===== config.mk =====
export PLATFORM = sky130hd
export DESIGN_NAME = rob_commit_select
export DESIGN_NICKNAME = d
export VERILOG_FILES = /design/src/rtl/rob_types_pkg.sv /design/src/rtl/rob_msg_pkg.sv /design/src/rtl/rob_commit_select.sv
export VERILOG_INCLUDE_DIRS = /design/src /design/src/rtl
export SDC_FILE = /design/constraint.sdc
export NUM_CORES = 1
export LEC_CHECK = 0
export ABC_CLOCK_PERIOD_IN_PS = 3600
export BUFFER_PORTS_ARGS = -buffer_cell sky130_fd_sc_hd__buf_4
export CAP_MARGIN = 40
export CORE_AREA = 2 2 339 341
export DETAILED_ROUTE_END_ITERATION = 10
export DIE_AREA = 0 0 341 343
export SYNTH_ARGS = -nofsm -noshare
export SYNTH_HDL_FRONTEND = slang
export SYNTH_SLANG_ARGS = --single-unit

===== constraint.sdc =====
create_clock -name vclk -period 3.6
set_input_delay 0.72 -clock vclk [all_inputs]
set_output_delay 0.72 -clock vclk [all_outputs]
set_load 0.05 [all_outputs]

===== src/rtl/rob_consts.svh =====
`ifndef ROB_CONSTS_SVH
`define ROB_CONSTS_SVH

// entries held by each thread's queue
`define ROB_DEPTH 8
`define ROB_IDX_W 3

// datapath field widths
`define PC_W 64
`define ARN_W 5
`define PRN_W 6

// one bit picks the thread, two threads in flight
`define THREAD_W 1

// retire count per thread, 0 to 2
`define RETIRE_W 2

`endif


===== src/rtl/rob_types_pkg.sv =====
`default_nettype none

`include "rob_consts.svh"

package rob_types_pkg;

	typedef logic [`PC_W-1:0] pc_t;

	typedef logic [`ARN_W-1:0] arn_t; // architectural destination
	typedef logic [`PRN_W-1:0] prn_t; // physical destination

	// slot within one thread's queue
	typedef logic [`ROB_IDX_W-1:0] rob_idx_t;

	// extra wrap bit on top of the index tells full from empty
	typedef logic [`ROB_IDX_W:0] rob_ptr_t;

	// thread bit above the index, handed to the reservation stations
	typedef logic [`THREAD_W+`ROB_IDX_W-1:0] rob_tag_t;

	typedef logic [`RETIRE_W-1:0] retire_cnt_t;

endpackage

`default_nettype wire


===== src/rtl/rob_msg_pkg.sv =====
`default_nettype none

package rob_msg_pkg;

	// one instruction from rename, 77 bits
	typedef struct packed {
		logic valid;
		rob_types_pkg::pc_t pc;
		rob_types_pkg::arn_t arn;
		rob_types_pkg::prn_t prn;
		logic is_branch;
	} dispatch_inst_t;

	// functional unit writeback, 70 bits
	typedef struct packed {
		logic valid;
		rob_types_pkg::rob_tag_t tag;
		logic mispredict;
		rob_types_pkg::pc_t target_pc; // only meaningful with mispredict
	} complete_t;

	// stored per queue slot, 143 bits
	typedef struct packed {
		logic occupied;
		logic done;
		rob_types_pkg::pc_t pc;
		rob_types_pkg::arn_t arn;
		rob_types_pkg::prn_t prn;
		logic is_branch;
		logic mispredict;
		rob_types_pkg::pc_t target_pc;
	} rob_entry_t;

	// retirement record toward the RRAT and fetch, 143 bits
	typedef struct packed {
		logic valid;
		logic thread;
		rob_types_pkg::pc_t pc;
		rob_types_pkg::pc_t target_pc;
		rob_types_pkg::arn_t arn;
		rob_types_pkg::prn_t prn;
		logic is_branch;
		logic mispredict;
	} commit_t;

endpackage

`default_nettype wire


===== src/rtl/rob_commit_select.sv =====
`timescale 1ns/1ps
`default_nettype none

module rob_commit_select (
	input wire rob_msg_pkg::rob_entry_t head0_t0,
	input wire rob_msg_pkg::rob_entry_t head1_t0,
	input wire rob_msg_pkg::rob_entry_t head0_t1,
	input wire rob_msg_pkg::rob_entry_t head1_t1,

	output rob_msg_pkg::commit_t commit0,
	output rob_msg_pkg::commit_t commit1,

	output rob_types_pkg::retire_cnt_t retire_t0,
	output rob_types_pkg::retire_cnt_t retire_t1,
	output logic flush_t0,
	output logic flush_t1
);

	logic ready0_t0;
	logic ready1_t0;
	logic ready0_t1;
	logic ready1_t1;

	logic redirect0; // slot 0 carries a mispredicted branch
	logic redirect1;

	function automatic rob_msg_pkg::commit_t to_commit(
		input rob_msg_pkg::rob_entry_t e,
		input logic thread
	);
		rob_msg_pkg::commit_t c;
		c.valid = 1'b1;
		c.thread = thread;
		c.pc = e.pc;
		c.target_pc = e.target_pc;
		c.arn = e.arn;
		c.prn = e.prn;
		c.is_branch = e.is_branch;
		c.mispredict = e.mispredict;
		return c;
	endfunction

	assign ready0_t0 = head0_t0.occupied & head0_t0.done;
	assign ready1_t0 = head1_t0.occupied & head1_t0.done;
	assign ready0_t1 = head0_t1.occupied & head0_t1.done;
	assign ready1_t1 = head1_t1.occupied & head1_t1.done;

	always_comb
	begin
		logic stop_same; // nothing younger of the slot 0 thread may follow
		commit0 = '0;
		commit1 = '0;

		// thread 0 has first pick
		if (ready0_t0)
			commit0 = to_commit(head0_t0, 1'b0);
		else if (ready0_t1)
			commit0 = to_commit(head0_t1, 1'b1);

		stop_same = commit0.is_branch & commit0.mispredict;

		if (commit0.valid)
		begin
			if (!commit0.thread && ready1_t0 && !stop_same)
				commit1 = to_commit(head1_t0, 1'b0);
			else if (commit0.thread && ready1_t1 && !stop_same)
				commit1 = to_commit(head1_t1, 1'b1);
			else if (!commit0.thread && ready0_t1)
				commit1 = to_commit(head0_t1, 1'b1); // fill from the other thread
		end
	end

	assign redirect0 = commit0.valid & commit0.is_branch & commit0.mispredict;
	assign redirect1 = commit1.valid & commit1.is_branch & commit1.mispredict;

	assign flush_t0 = (redirect0 & ~commit0.thread) | (redirect1 & ~commit1.thread);
	assign flush_t1 = (redirect0 & commit0.thread) | (redirect1 & commit1.thread);

	// one count per slot taken
	assign retire_t0 = rob_types_pkg::retire_cnt_t'(commit0.valid & ~commit0.thread)
		+ rob_types_pkg::retire_cnt_t'(commit1.valid & ~commit1.thread);
	assign retire_t1 = rob_types_pkg::retire_cnt_t'(commit0.valid & commit0.thread)
		+ rob_types_pkg::retire_cnt_t'(commit1.valid & commit1.thread);

endmodule

`default_nettype wire


### Yosys cells after proc, flatten, opt, wreduce, memory -nomap -nowiden

Index checks and enable logic that the tools add are counted.

| word-level totals | value |
|---|---|
| register bits after elaboration | 0 |
| latch bits | 0 |
| RAM bits | 0 |
| ROM bits | 0 |
| input port bits | 572 |
| output and inout port bits | 292 |
| word-level logic and storage cells | 38 |
| memories kept | 0 |

| operators by class | value |
|---|---|
| $add $sub $neg | 2 |
| multiply operators | 0 |
| div/mod/pow operators | 0 |
| magnitude comparators | 0 |
| equality and inequality tests | 0 |
| shift operators | 0 |
| muxes and demuxes | 6 |
| bitwise gates (word level) | 23 |
| reduce and logical (&&, ||, !) cells | 7 |

Operators by type and width:

| kind | number |
|---|---|
| $mux 143 | 6 |
| $and 1x1->1 | 15 |
| $logic_and 1x1->1 | 5 |
| $and 1x2->2 | 2 |
| $not 1->2 | 2 |
| $add 1x1->2 | 1 |
| $add 2x2->2 | 1 |
| $logic_not 1->1 | 2 |
| $not 1->1 | 2 |
| $or 1x1->1 | 2 |

### Depth between registers and ports, before layout

| depth | value |
|---|---|
| depth in word-level cells | 13 |
| mapped depth | 9 |
| gate-level depth less buffers | 6 |

### Least setup slack after synthesis

OpenSTA, ideal clock, no wires.

| timing path | value |
|---|---|
| path kind | in2out |
| from | in head0_t0[142] in the netlist's numbering |
| to | out flush_t1 |
| data arrival time | 2780 ps |
| data required time | 2880 ps |
| setup slack | 100 ps |
| stages on the path | 7 |
| path through | nand2_2 > inv_2 > buf_2 > nor3_1 > o221ai_1 > a221oi_2 > a31o_1 |

RTL lines:

| element | RTL line | RTL |
|---|---|---|
| start: declaration | rob_commit_select.sv:5 | `input wire rob_msg_pkg::rob_entry_t head0_t0,` |
| end: declaration | rob_commit_select.sv:16 | `output logic flush_t1` |

==> flow_metrics.py <==
metrics = {
    "status": {
        "status": "completed",
    },
    "grt": {
        "grt_pass1_vias": 10030,
        "grt_usage_pct": 14.48,
        "overflow": 0,
        "grt_pass1_wl_mm": 110.5,
        "grt_max_degree": 85,
        "grt_antenna_before_repair": 35,
    },
    "synth": {
        "avgSynthCellArea_um2": 8.156,
        "syn_inst": 702,
        "syn-cell-area_um2": 5725,
        "yosysTopAreaCellShare_pct": 29.11,
        "synth_cell_types": 29,
        "synth_top_area_cell": "a221oi_2",
        "yosysSeqAreaShare_pct": 0,
        "ys_warn_count": 0,
        "synthesis.nets": 1276,
        "synth_area_leaders": "a221oi_2 29%, a22o_1 22%, nor3_2 18%, nor2_1 9.2%, buf_2 4.5%",
    },
    "final_layout": {
        "nClkBuffers": 0,
        "area.sequential_um2": 0,
        "design.seq.count": 0,
        "num-nets-final": 2107,
        "layout_commonest_cell": "buf_4",
        "syn2layout_area_growth_pct": 151.4,
        "fillers": 13070,
        "drive_gt1_share_pct": 75.77,
        "mostFrequentLayoutCells": "915 x buf_4, 141 x a22o_1, 141 x nor2_1",
        "multi_input_area_um2": 5155,
        "stdcell_count": 3052,
    },
    "power": {
        "clockPowerShare_pct": 0,
        "seqPwrFrac_pct": 0,
        "netSwitchingFraction_pct": 62.91,
        "power.density_nw_per_um2": 174.4,
        "p_int_mw": 0.9307,
        "switchingPower_mw": 1.579,
        "combinationalPowerShare_pct": 100.0,
        "ir_worst_vdd_uv": 64.44,
        "total_power_mw": 2.509,
        "power_leakage_nw": 6.478,
    },
    "placement": {
        "placedCellCount": 3043,
        "hpwl_mm": 83.04,
        "gp_congestion": 0.8977,
        "portBuffers": 864,
    },
    "run": {
        "drv_cap": 0,
    },
    "critical_path": {
        "max_stage_delay_ns": 0.42,
        "crit_family": "simple AND/OR/NAND/NOR gates",
        "worstPathCellList": "buf_4 > nand2_2 > a31oi_4 > and2_4 > buf_12 > a221oi_2 > nor3_2 > buf_4",
        "crit_top_cell": "buf_4",
        "arrival_ns": 2.75,
        "crit_path_end_kind": "output port",
        "crit_required_ns": 2.88,
        "path_max_fanout": 39,
        "cp-start-kind": "input pin",
        "crit_buf_inv": 3,
        "slowest_stage": "nor3_2",
        "path_class": "in2out",
    },
    "sta": {
        "slew-limit-headroom_pct": 55.78,
        "setup_violations": 0,
        "grt_setup_unrepaired": "false",
        "period_needed_ns": 3.465,
        "tns_ns": 0,
        "slew_violations": 0,
        "fin_crit_sh_pct": 96.25,
        "fmax_mhz": 288.6,
        "tightest_slew_ns": 0.6608,
        "hold_viol": 0,
    },
    "clock_network": {
        "cts_setup_buffers": 0,
        "holdBufCountCts": 0,
    },
    "drt": {
        "wl_met1_mm": 40.11,
        "totalWireLength_mm": 90.72,
        "drc": 0,
        "ant_nets": 0,
        "routedWlPerCell_um": 29.72,
        "dr_wl_met3_mm": 9.641,
        "vias": 10400,
        "drt-pass1-iter-count": 5,
        "routed.top_layer": "met5",
        "first_iter_violations": 730,
        "route.met2.wl_mm": 39.78,
        "via_per_inst": 3.408,
    },
    "die": {
        "die_h_um": 343,
        "ios": 864,
        "core_area_um2": 113400,
        "die_w_um": 341,
        "rows": 124,
        "dieArea_um2": 117000,
        "start_util_pct": 5.048,
    },
    "min_path": {
        "hp-class": "in2out",
    },
}
per-layer routing:
layer  up-vias  track usage [%]
met5         -                0
met4        14            1.110
met3        80            5.452
met2       702            22.71
met1      5042            19.50
li1       4562                -
path summary, 6_finish.rpt:
kind,slack [ns],startpoint,cells past startpoint,endpoint
max,0.13,head0_t0[142],8,commit1[107]
min,1.82,head0_t0[98],3,commit0[98]
kinds of logic (layout without fill, tap and decap cells):
| logic type | Yosys count | in the layout | share of synthesized area (%) |
|---|---|---|---|
| AOI/OAI and AO/OA | 292 | 292 | 56.80 |
| adders and majority gates | 2 | 2 | 0.4370 |
| and+or+nand+nor | 297 | 297 | 32.08 |
| other | 0 | 9 | 0 |
| buffers and inverters | 111 | 940 | 10.69 |
cell type report:
type,instances,share of cell area [%]
timing repair buffer,936,50.70
multi-input combinational,591,35.82
antenna,9,0.1565
tap,1512,13.15
inverter,4,0.1739
Yosys cell counts:
| library cell | count |
|---|---|
| a31oi_4 | 1 |
| buf_1 | 8 |
| nand2_2 | 2 |
| nand3_2 | 2 |
| a221oi_1 | 29 |
| inv_2 | 2 |
| o211a_1 | 1 |
| nor2_1 | 141 |
| nor3_2 | 101 |
| ha_1 | 2 |
| inv_1 | 2 |
| buf_2 | 51 |
| a21oi_2 | 1 |
| or3_1 | 1 |
| and2_1 | 1 |
| a22o_1 | 141 |
| buf_6 | 13 |
| clkbuf_1 | 26 |
| a31o_1 | 1 |
| o221ai_1 | 1 |
| a221oi_2 | 111 |
| o21ai_0 | 3 |
| buf_4 | 9 |
| o21a_1 | 2 |
| nor2_4 | 2 |
| nand3_1 | 3 |
| nand2_1 | 5 |
| a41oi_1 | 1 |
| nor3_1 | 39 |
power by group through the flow:
stage	logic, mW	registers, mW	clock network [mW]
after floorplan	1.23	0	0
after global placement	2.53	0	0
after detailed placement	2.54	0	0
after CTS	2.55	0	0
after global routing	2.63	0	0.0000000375
final	2.51	0	0.000000109
metrics by stage:
stage                     setup slack [ns]  area, um2  hold slack, ns  utilization, %
final                               0.1349      14390           1.816           12.69
after global routing               0.01716      14370           1.828           12.67
after CTS                          0.02527      14360           1.817           12.66
after detailed placement         0.0002871      14350           1.815           12.65
after global placement             0.01071      14320           1.818           12.63
after floorplan                     0.1004       5725           1.662               -
what timing repair did:
action	in CTS	in global routing
endpoints found under the setup margin	1	2
resized for setup	1	2
pin swaps	0	0
gates cloned	0	0
Note: power is estimated with default switching activity, not from simulation.
