File: config.mk
export PLATFORM = sky130hd
export DESIGN_NAME = rob_thread_queue
export DESIGN_NICKNAME = d
export VERILOG_FILES = /design/src/rtl/rob_types_pkg.sv /design/src/rtl/rob_msg_pkg.sv /design/src/rtl/rob_thread_queue.sv
export VERILOG_INCLUDE_DIRS = /design/src /design/src/rtl
export SDC_FILE = /design/constraint.sdc
export NUM_CORES = 2
export LEC_CHECK = 0
export ABC_CLOCK_PERIOD_IN_PS = 9900
export BUFFER_PORTS_ARGS = -buffer_cell sky130_fd_sc_hd__clkbuf_2
export CAP_MARGIN = 10
export CELL_PAD_IN_SITES_DETAIL_PLACEMENT = 0
export CELL_PAD_IN_SITES_GLOBAL_PLACEMENT = 2
export CORE_ASPECT_RATIO = 1.25
export CORE_MARGIN = 2
export CORE_UTILIZATION = 30
export CTS_BUF_LIST = sky130_fd_sc_hd__clkbuf_8 sky130_fd_sc_hd__clkbuf_16
export CTS_CLUSTER_SIZE = 40
export DETAILED_ROUTE_END_ITERATION = 10
export PLACE_DENSITY_LB_ADDON = 0.3
export SYNTH_ARGS = -nofsm -noshare
export SYNTH_HDL_FRONTEND = slang
export SYNTH_SLANG_ARGS = --single-unit
File: constraint.sdc
create_clock -name clock -period 9.9 [get_ports clock]
set_clock_uncertainty 0.1 [all_clocks]
set_input_delay 1.485 -clock clock [delete_from_list [all_inputs] [get_ports clock]]
set_output_delay 1.485 -clock clock [all_outputs]
set_load 0.01 [all_outputs]
File: src/rtl/rob_consts.svh
`ifndef ROB_CONSTS_SVH
`define ROB_CONSTS_SVH

// entries held by each thread's queue
`define ROB_DEPTH 8
`define ROB_IDX_W 3

// datapath field widths
`define PC_W 64
`define ARN_W 5
`define PRN_W 6

// one bit picks the thread, two threads in flight
`define THREAD_W 1

// retire count per thread, 0 to 2
`define RETIRE_W 2

`endif

File: src/rtl/rob_types_pkg.sv
`default_nettype none

`include "rob_consts.svh"

package rob_types_pkg;

	typedef logic [`PC_W-1:0] pc_t;

	typedef logic [`ARN_W-1:0] arn_t; // architectural destination
	typedef logic [`PRN_W-1:0] prn_t; // physical destination

	// slot within one thread's queue
	typedef logic [`ROB_IDX_W-1:0] rob_idx_t;

	// extra wrap bit on top of the index tells full from empty
	typedef logic [`ROB_IDX_W:0] rob_ptr_t;

	// thread bit above the index, handed to the reservation stations
	typedef logic [`THREAD_W+`ROB_IDX_W-1:0] rob_tag_t;

	typedef logic [`RETIRE_W-1:0] retire_cnt_t;

endpackage

`default_nettype wire

File: src/rtl/rob_msg_pkg.sv
`default_nettype none

package rob_msg_pkg;

	// one instruction from rename, 77 bits
	typedef struct packed {
		logic valid;
		rob_types_pkg::pc_t pc;
		rob_types_pkg::arn_t arn;
		rob_types_pkg::prn_t prn;
		logic is_branch;
	} dispatch_inst_t;

	// functional unit writeback, 70 bits
	typedef struct packed {
		logic valid;
		rob_types_pkg::rob_tag_t tag;
		logic mispredict;
		rob_types_pkg::pc_t target_pc; // only meaningful with mispredict
	} complete_t;

	// stored per queue slot, 143 bits
	typedef struct packed {
		logic occupied;
		logic done;
		rob_types_pkg::pc_t pc;
		rob_types_pkg::arn_t arn;
		rob_types_pkg::prn_t prn;
		logic is_branch;
		logic mispredict;
		rob_types_pkg::pc_t target_pc;
	} rob_entry_t;

	// retirement record toward the RRAT and fetch, 143 bits
	typedef struct packed {
		logic valid;
		logic thread;
		rob_types_pkg::pc_t pc;
		rob_types_pkg::pc_t target_pc;
		rob_types_pkg::arn_t arn;
		rob_types_pkg::prn_t prn;
		logic is_branch;
		logic mispredict;
	} commit_t;

endpackage

`default_nettype wire

File: src/rtl/rob_thread_queue.sv
`timescale 1ns/1ps
`default_nettype none

`include "rob_consts.svh"

module rob_thread_queue #(
	parameter bit thread_id = 1'b0
) (
	input wire logic clock,
	input wire logic reset,

	input wire rob_msg_pkg::dispatch_inst_t dispatch0,
	input wire rob_msg_pkg::dispatch_inst_t dispatch1,
	input wire logic dispatch_sel, // this thread is the dispatch target

	input wire rob_msg_pkg::complete_t complete0,
	input wire rob_msg_pkg::complete_t complete1,

	input wire rob_types_pkg::retire_cnt_t retire_cnt,
	input wire logic flush,

	output rob_msg_pkg::rob_entry_t head_entry0,
	output rob_msg_pkg::rob_entry_t head_entry1,
	output rob_types_pkg::rob_idx_t tail_idx,
	output logic full
);

	rob_msg_pkg::rob_entry_t entries [`ROB_DEPTH];

	rob_types_pkg::rob_ptr_t head;
	rob_types_pkg::rob_ptr_t tail;
	rob_types_pkg::rob_ptr_t count; // entries in flight
	rob_types_pkg::rob_ptr_t head_after; // head once this cycle's retirements are gone

	rob_types_pkg::rob_idx_t head_idx;
	rob_types_pkg::rob_idx_t second_idx;
	rob_types_pkg::rob_idx_t tail_next_idx;

	rob_types_pkg::rob_idx_t done_idx0;
	rob_types_pkg::rob_idx_t done_idx1;

	logic accept0;
	logic accept1;
	logic hit0;
	logic hit1;

	function automatic rob_msg_pkg::rob_entry_t make_entry(
		input rob_msg_pkg::dispatch_inst_t d
	);
		rob_msg_pkg::rob_entry_t e;
		e.occupied = 1'b1;
		e.done = 1'b0;
		e.pc = d.pc;
		e.arn = d.arn;
		e.prn = d.prn;
		e.is_branch = d.is_branch;
		e.mispredict = 1'b0;
		e.target_pc = '0;
		return e;
	endfunction

	assign head_idx = head[`ROB_IDX_W-1:0];
	assign second_idx = head_idx + 3'd1;
	assign tail_idx = tail[`ROB_IDX_W-1:0];
	assign tail_next_idx = tail_idx + 3'd1;

	assign count = tail - head;
	assign head_after = head + rob_types_pkg::rob_ptr_t'(retire_cnt);

	// room must remain for a full pair
	assign full = (count > `ROB_DEPTH - 2);

	// a flushing thread drops its dispatch, the sender learns of it via commit
	assign accept0 = dispatch_sel & dispatch0.valid & ~full & ~flush;
	assign accept1 = accept0 & dispatch1.valid;

	assign done_idx0 = complete0.tag[`ROB_IDX_W-1:0];
	assign done_idx1 = complete1.tag[`ROB_IDX_W-1:0];

	// late writebacks for squashed slots are dropped by the occupied check
	assign hit0 = complete0.valid && (complete0.tag[`ROB_IDX_W] == thread_id)
		&& entries[done_idx0].occupied;
	assign hit1 = complete1.valid && (complete1.tag[`ROB_IDX_W] == thread_id)
		&& entries[done_idx1].occupied;

	always_comb
	begin
		head_entry0 = entries[head_idx];
		head_entry0.occupied = entries[head_idx].occupied && (count != '0);
		head_entry1 = entries[second_idx];
		head_entry1.occupied = entries[second_idx].occupied && (count > 1);
	end

	always_ff @(posedge clock)
	begin
		if (reset)
		begin
			head <= '0;
			tail <= '0;
			for (int i = 0; i < `ROB_DEPTH; i++)
			begin
				entries[i].occupied <= 1'b0;
				entries[i].done <= 1'b0;
			end
		end
		else
		begin
			// port 1 first so port 0 overrides on a shared slot
			if (hit1)
			begin
				entries[done_idx1].done <= 1'b1;
				entries[done_idx1].mispredict <= complete1.mispredict;
				entries[done_idx1].target_pc <= complete1.target_pc;
			end
			if (hit0)
			begin
				entries[done_idx0].done <= 1'b1;
				entries[done_idx0].mispredict <= complete0.mispredict;
				entries[done_idx0].target_pc <= complete0.target_pc;
			end

			if (retire_cnt != '0)
				entries[head_idx].occupied <= 1'b0;
			if (retire_cnt == 2'd2)
				entries[second_idx].occupied <= 1'b0;
			head <= head_after;

			if (flush)
			begin
				// everything left behind the redirecting branch is wrong path
				tail <= head_after;
				for (int i = 0; i < `ROB_DEPTH; i++)
				begin
					entries[i].occupied <= 1'b0;
					entries[i].done <= 1'b0;
				end
			end
			else
			begin
				if (accept0)
					entries[tail_idx] <= make_entry(dispatch0);
				if (accept1)
					entries[tail_next_idx] <= make_entry(dispatch1);
				tail <= tail + rob_types_pkg::rob_ptr_t'(accept0)
					+ rob_types_pkg::rob_ptr_t'(accept1);
			end
		end
	end

endmodule

`default_nettype wire

After elaboration in Yosys (flattened, before gate mapping)
Memories as Yosys holds them, arrays and structs flattened. A register that Yosys moved wholly into a read port is not among the register bits.
Cells that the tools add are included.
{ "totals": {"register_bits": 8, "latch_bits": 0, "mem_bits_rw": 1144, "romBits": 0, "in_bits": 300, "output_inout_bits": 290, "n_memories": 1} }
{ "op_classes": {"add_sub_neg": 6, "n_mul": 0, "div_mod_pow": 0, "n_lt_le_gt_ge": 2, "n_eq_ne": 37, "n_shift": 0, "muxes": 59, "bitwise_logic": 268, "reduce_logical": 12} }
{ "mem_list": {"columns": ["memory", "words", "word_bits", "rd", "rd_clocked_by_memory_dff", "wr", "line", "rtl"], "rows": [
  ["entries", 8, 143, 4, 1, 10, "rob_thread_queue.sv:28", "rob_msg_pkg::rob_entry_t entries [`ROB_DEPTH];"]
]} }
{ "ops": {"columns": ["cell", "n"], "rows": [
  ["$mux 143", 4],
  ["$reduce_or 143->1", 4],
  ["$and 1x1->1", 128],
  ["$mux 64", 2],
  ["$eq 3x3->1 const B", 32],
  ["$not 1->1", 84],
  ["$mux 1", 43],
  ["$and 1x1->1 const B", 32],
  ["$mux 3", 9],
  ["$or 1x1->1", 20],
  ["$eq 3x3->1", 4],
  ["$add 4x1->4", 2],
  ["$add 3x1->3 const B", 2],
  ["$logic_and 1x1->1", 6],
  ["$add 4x2->4", 1],
  ["$and 1x1->1 const A", 4],
  ["$gt 4x1->1 const B", 1],
  ["$gt 4x3->1 const B", 1],
  ["$mux 4", 1],
  ["$reduce_bool 4->1", 1],
  ["$sub 4x4->4", 1],
  ["$eq 2x2->1 const B", 1],
  ["$reduce_bool 2->1", 1]
]} }

Longest topological paths before layout
{ "logic_depth": {"word_depth": 16, "ltp_mapped": 18} }

Worst setup path after synthesis
Ideal clock, no wire load.
{ "synth_timing": {"kind": "register -> register", "start": "register head[2]", "end": "memory entries[2][100] (netlist bit), enable pin", "setup_time_ps": 470, "arrival_time_ps": 4922, "required_time_ps": 9330, "path_slack_ps": 4408, "stages_incl_launch_ff": 12, "n_path_buf": 5, "synth_period_minus_slack_ps": 5492, "path_cell_list": "dfxtp_1 inv_2 buf_1 buf_1 clkbuf_1 ha_1 a21oi_1 a21o_1 nand2_1 buf_2 nor3_2 clkbuf_1"} }
{ "synth_rtl": {"columns": ["element", "line", "rtl"], "rows": [
  ["from (decl)", "rob_thread_queue.sv:30", "rob_types_pkg::rob_ptr_t head;"],
  ["from (signal assigned)", "rob_thread_queue.sv:126", "head <= head_after;"],
  ["to (decl)", "rob_thread_queue.sv:28", null]
]} }

==> results.py <==
metrics = {
    "cts": {
        "holdBufCountCts": 0,
        "insertion_delay_ns": 0.84,
        "clk_transition_reported_paths_ns": 0.06,
        "postCtsSetupBuffers": 0,
        "cts_tree": "yes",
        "maximum_number_of_buffers_from_clock_root_to_sink": 3,
        "cts.sink_count": 1152,
        "tritoncts.num_buffers": 142,
        "ctsHtreeMaxLevel": 4,
        "ctsResizeCount": 0,
        "clock_tree.root_cell": "sky130_fd_sc_hd__clkbuf_16",
    },
    "floorplanning": {
        "initial_utilization_pct": 30.2,
        "num_io_pins": 590,
        "floorplan.core_area_um2": 228000,
        "die_height_um": 540,
        "placementRows": 196,
        "fp.dieArea_um2": 234000,
        "die_x_um": 433,
    },
    "route": {
        "routed_wirelength_mm": 397,
        "detail-route-antenna-nets": 0,
        "wl_per_cell_um": 38.4,
        "num_vias": 67400,
        "avgViaCountPerCell": 6.53,
        "drc": 0,
        "drt_pre_antenna_iters": 6,
        "first_iter_violations": 8899,
    },
    "grt": {
        "grt_overflow_total": 0,
        "via_count_of_the_first_global_routing_pass": 65200,
        "groute.usage.overall_pct": 32.6,
        "global_route_wire_length_before_repair_mm": 539,
        "grt_antenna_before_repair": 93,
        "grt_start_max_net_pins": 146,
    },
    "min_path": {
        "hold_path.class": "flop to flop",
    },
    "critical_path": {
        "class_of_the_most_critical_setup_path": "flop to primary output",
        "crit_fanout": 44,
        "endpoint_kind": "primary output",
        "cp_data_arrival_time_ns": 6.26,
        "timing.critical_path.required_ns": 8.32,
        "cp-start-kind": "flop",
    },
    "cells_and_area": {
        "commonest_non_fill_non_tap_cells_in_the_layout": "sky130_fd_sc_hd__mux2i_1, sky130_fd_sc_hd__nor2_1, sky130_fd_sc_hd__edfxtp_1",
        "final_std_cells_w_o_fill": 10300,
        "layout.nets": 7411,
        "final_common_cell": "sky130_fd_sc_hd__mux2i_1",
        "syn2layout_area_growth_pct": 14.6,
        "final_layout_size_suffix_gt1_share_pct": 20.9,
        "finalInstanceArea_um2": 79000,
    },
    "sta": {
        "timing.final.crit_period_ns": 7.85,
        "transition_time_of_the_tightest_slew_check_pin_ns": 1.41,
        "relSlewSlack_pct": 6.07,
        "post_route_setup_tns_ns": 0,
        "setup_violations": 0,
        "maxSlewViolCount": 0,
        "max_freq_mhz": 127,
        "hold_vio_cnt_final": 0,
        "min_period_over_period_pct": 79.3,
        "setup_repair_after_global_routing_missed_its_margin": "no",
        "worst_hold_slack_ns": 0.436,
    },
    "synth": {
        "post_synth_instance_area_um2": 69000,
        "synth_async_sr_flop_share_pct": 0,
        "syn_avg_cell_area_um2": 9.79,
        "ys_seq_area_share_pct": 42.3,
        "post_synth_num_cell_types": 70,
        "ys_seq_elements": 1152,
        "number_of_synthesized_flops_with_an_enable_pin": 608,
        "synthesis.yosys.warnings": 0,
        "synth_ff_type": "sky130_fd_sc_hd__edfxtp_1",
        "synthCells": 7044,
        "synth_nets": 7361,
    },
    "placed_design": {
        "dpl_cell_area_um2": 74400,
        "finalWeightedCongestion": 0.839,
        "numPortBuffers": 589,
        "numPlacedInstances": 10000,
        "dp_hpwl_mm": 222,
    },
    "pwr": {
        "power.density_cell_area_nw_per_um2": 180,
        "ir_worst_vdd_mv": 0.124,
        "p_leak_nw": 28.4,
    },
    "outcome": {
        "result_of_the_run": "finished clean",
    },
    "run": {
        "maxCapViolCount": 0,
    },
}
where the power goes:
group / switching, W / internal, W / leakage [nW]
logic: 0.00299 / 0.000893 / 15.7
registers: 0.0000803 / 0.00505 / 10.3
clock network: 0.00235 / 0.00288 / 2.36
total: 0.00542 / 0.00883 / 28.4
layer usage:
metal | track usage [%] | routed length [um] | vias to the layer above | share of wire, %
li1 | - | - | 27700 | -
met1 | 40.3 | 151000 | 34000 | 38
met2 | 51.3 | 181000 | 4600 | 46
met3 | 8.04 | 40800 | 1062 | 10
met4 | 19.0 | 23800 | 58 | 6.0
met5 | 0 | 349 | - | 0.088
worst max-delay path, cell delays in order (launching register included):
cell	delay, ns
sky130_fd_sc_hd__dfxtp_4	0.95
sky130_fd_sc_hd__inv_4	0.48
sky130_fd_sc_hd__ha_4	0.92
sky130_fd_sc_hd__inv_4	0.59
sky130_fd_sc_hd__nor2_4	1.02
sky130_fd_sc_hd__buf_4	0.40
sky130_fd_sc_hd__a22o_1	0.17
sky130_fd_sc_hd__o21ai_0	0.08
sky130_fd_sc_hd__a31oi_1	0.47
sky130_fd_sc_hd__clkbuf_2	0.24
synthesized netlist by cell type (89+ instances only):
cell type,instances,area share [%]
sky130_fd_sc_hd__dfxtp_1,544,16
sky130_fd_sc_hd__a211oi_1,376,4.1
sky130_fd_sc_hd__a22o_1,259,3.3
sky130_fd_sc_hd__nand2_1,305,1.7
sky130_fd_sc_hd__nand4_1,172,1.6
sky130_fd_sc_hd__mux2_2,343,5.6
sky130_fd_sc_hd__edfxtp_1,608,26
sky130_fd_sc_hd__clkbuf_1,555,3.0
sky130_fd_sc_hd__nor3_1,90,0.65
sky130_fd_sc_hd__buf_2,204,1.5
sky130_fd_sc_hd__nor2_1,649,3.5
sky130_fd_sc_hd__o21ai_0,216,1.6
sky130_fd_sc_hd__mux2i_1,708,10
sky130_fd_sc_hd__a22oi_1,212,2.3
sky130_fd_sc_hd__a21oi_1,280,2.0
sky130_fd_sc_hd__nor2b_1,89,0.81
sky130_fd_sc_hd__nand3_1,371,2.7
sky130_fd_sc_hd__a221oi_1,282,3.6
sky130_fd_sc_hd__o22ai_1,260,2.4
path summary, 6_finish.rpt:
kind	from	end	depth (start not counted)	slack [ns]
hold / removal	entries[3][141]	entries[3][141]	2	0.44
hold reg to reg	entries[3][141]	entries[3][141]	2	0.44
setup / recovery	head[1]	head_entry1[142]	9	2.05
setup reg to reg	head[1]	entries[0][120]	9	3.48
state kept, by name, indices dropped and copies added (netlist names):
signal,flops
tail,4
entries,1144
head,4
through the flow:
stage | util, % | power [W] | setup WS [ns]
floorplan | - | 0.00704 | 4.41
global placement | 32.6 | 0.00900 | 2.94
detailed placement | 32.6 | 0.00900 | 2.94
CTS | 34.6 | 0.0142 | 2.05
global route | 34.6 | 0.0145 | 2.08
finish | 34.6 | 0.0142 | 2.05
kinds of logic after synthesis:
logic type / Yosys count / synth area share [%]
AO/OA/AOI/OAI: 2136 / 22.5
AND/OR/NAND/NOR: 1731 / 11.5
flip-flops: 1152 / 42.3
multiplexers: 1110 / 17.8
buffers and inverters: 889 / 5.39
adder cells (fa/ha/maj): 17 / 0.341
XOR/XNOR: 9 / 0.114
area by class of cell:
class                      count  area (um^2)
fill                       23000       149000
multi-input combinational   5003        36700
sequential                  1152        29200
timing repair buffer         776         4550
tap                         3069         3840
clock buffer                 160         3800
clock inverter                96          728
antenna                       48          120
inverter                      19         93.8
No activity file was read; power rests on OpenSTA's default activity.
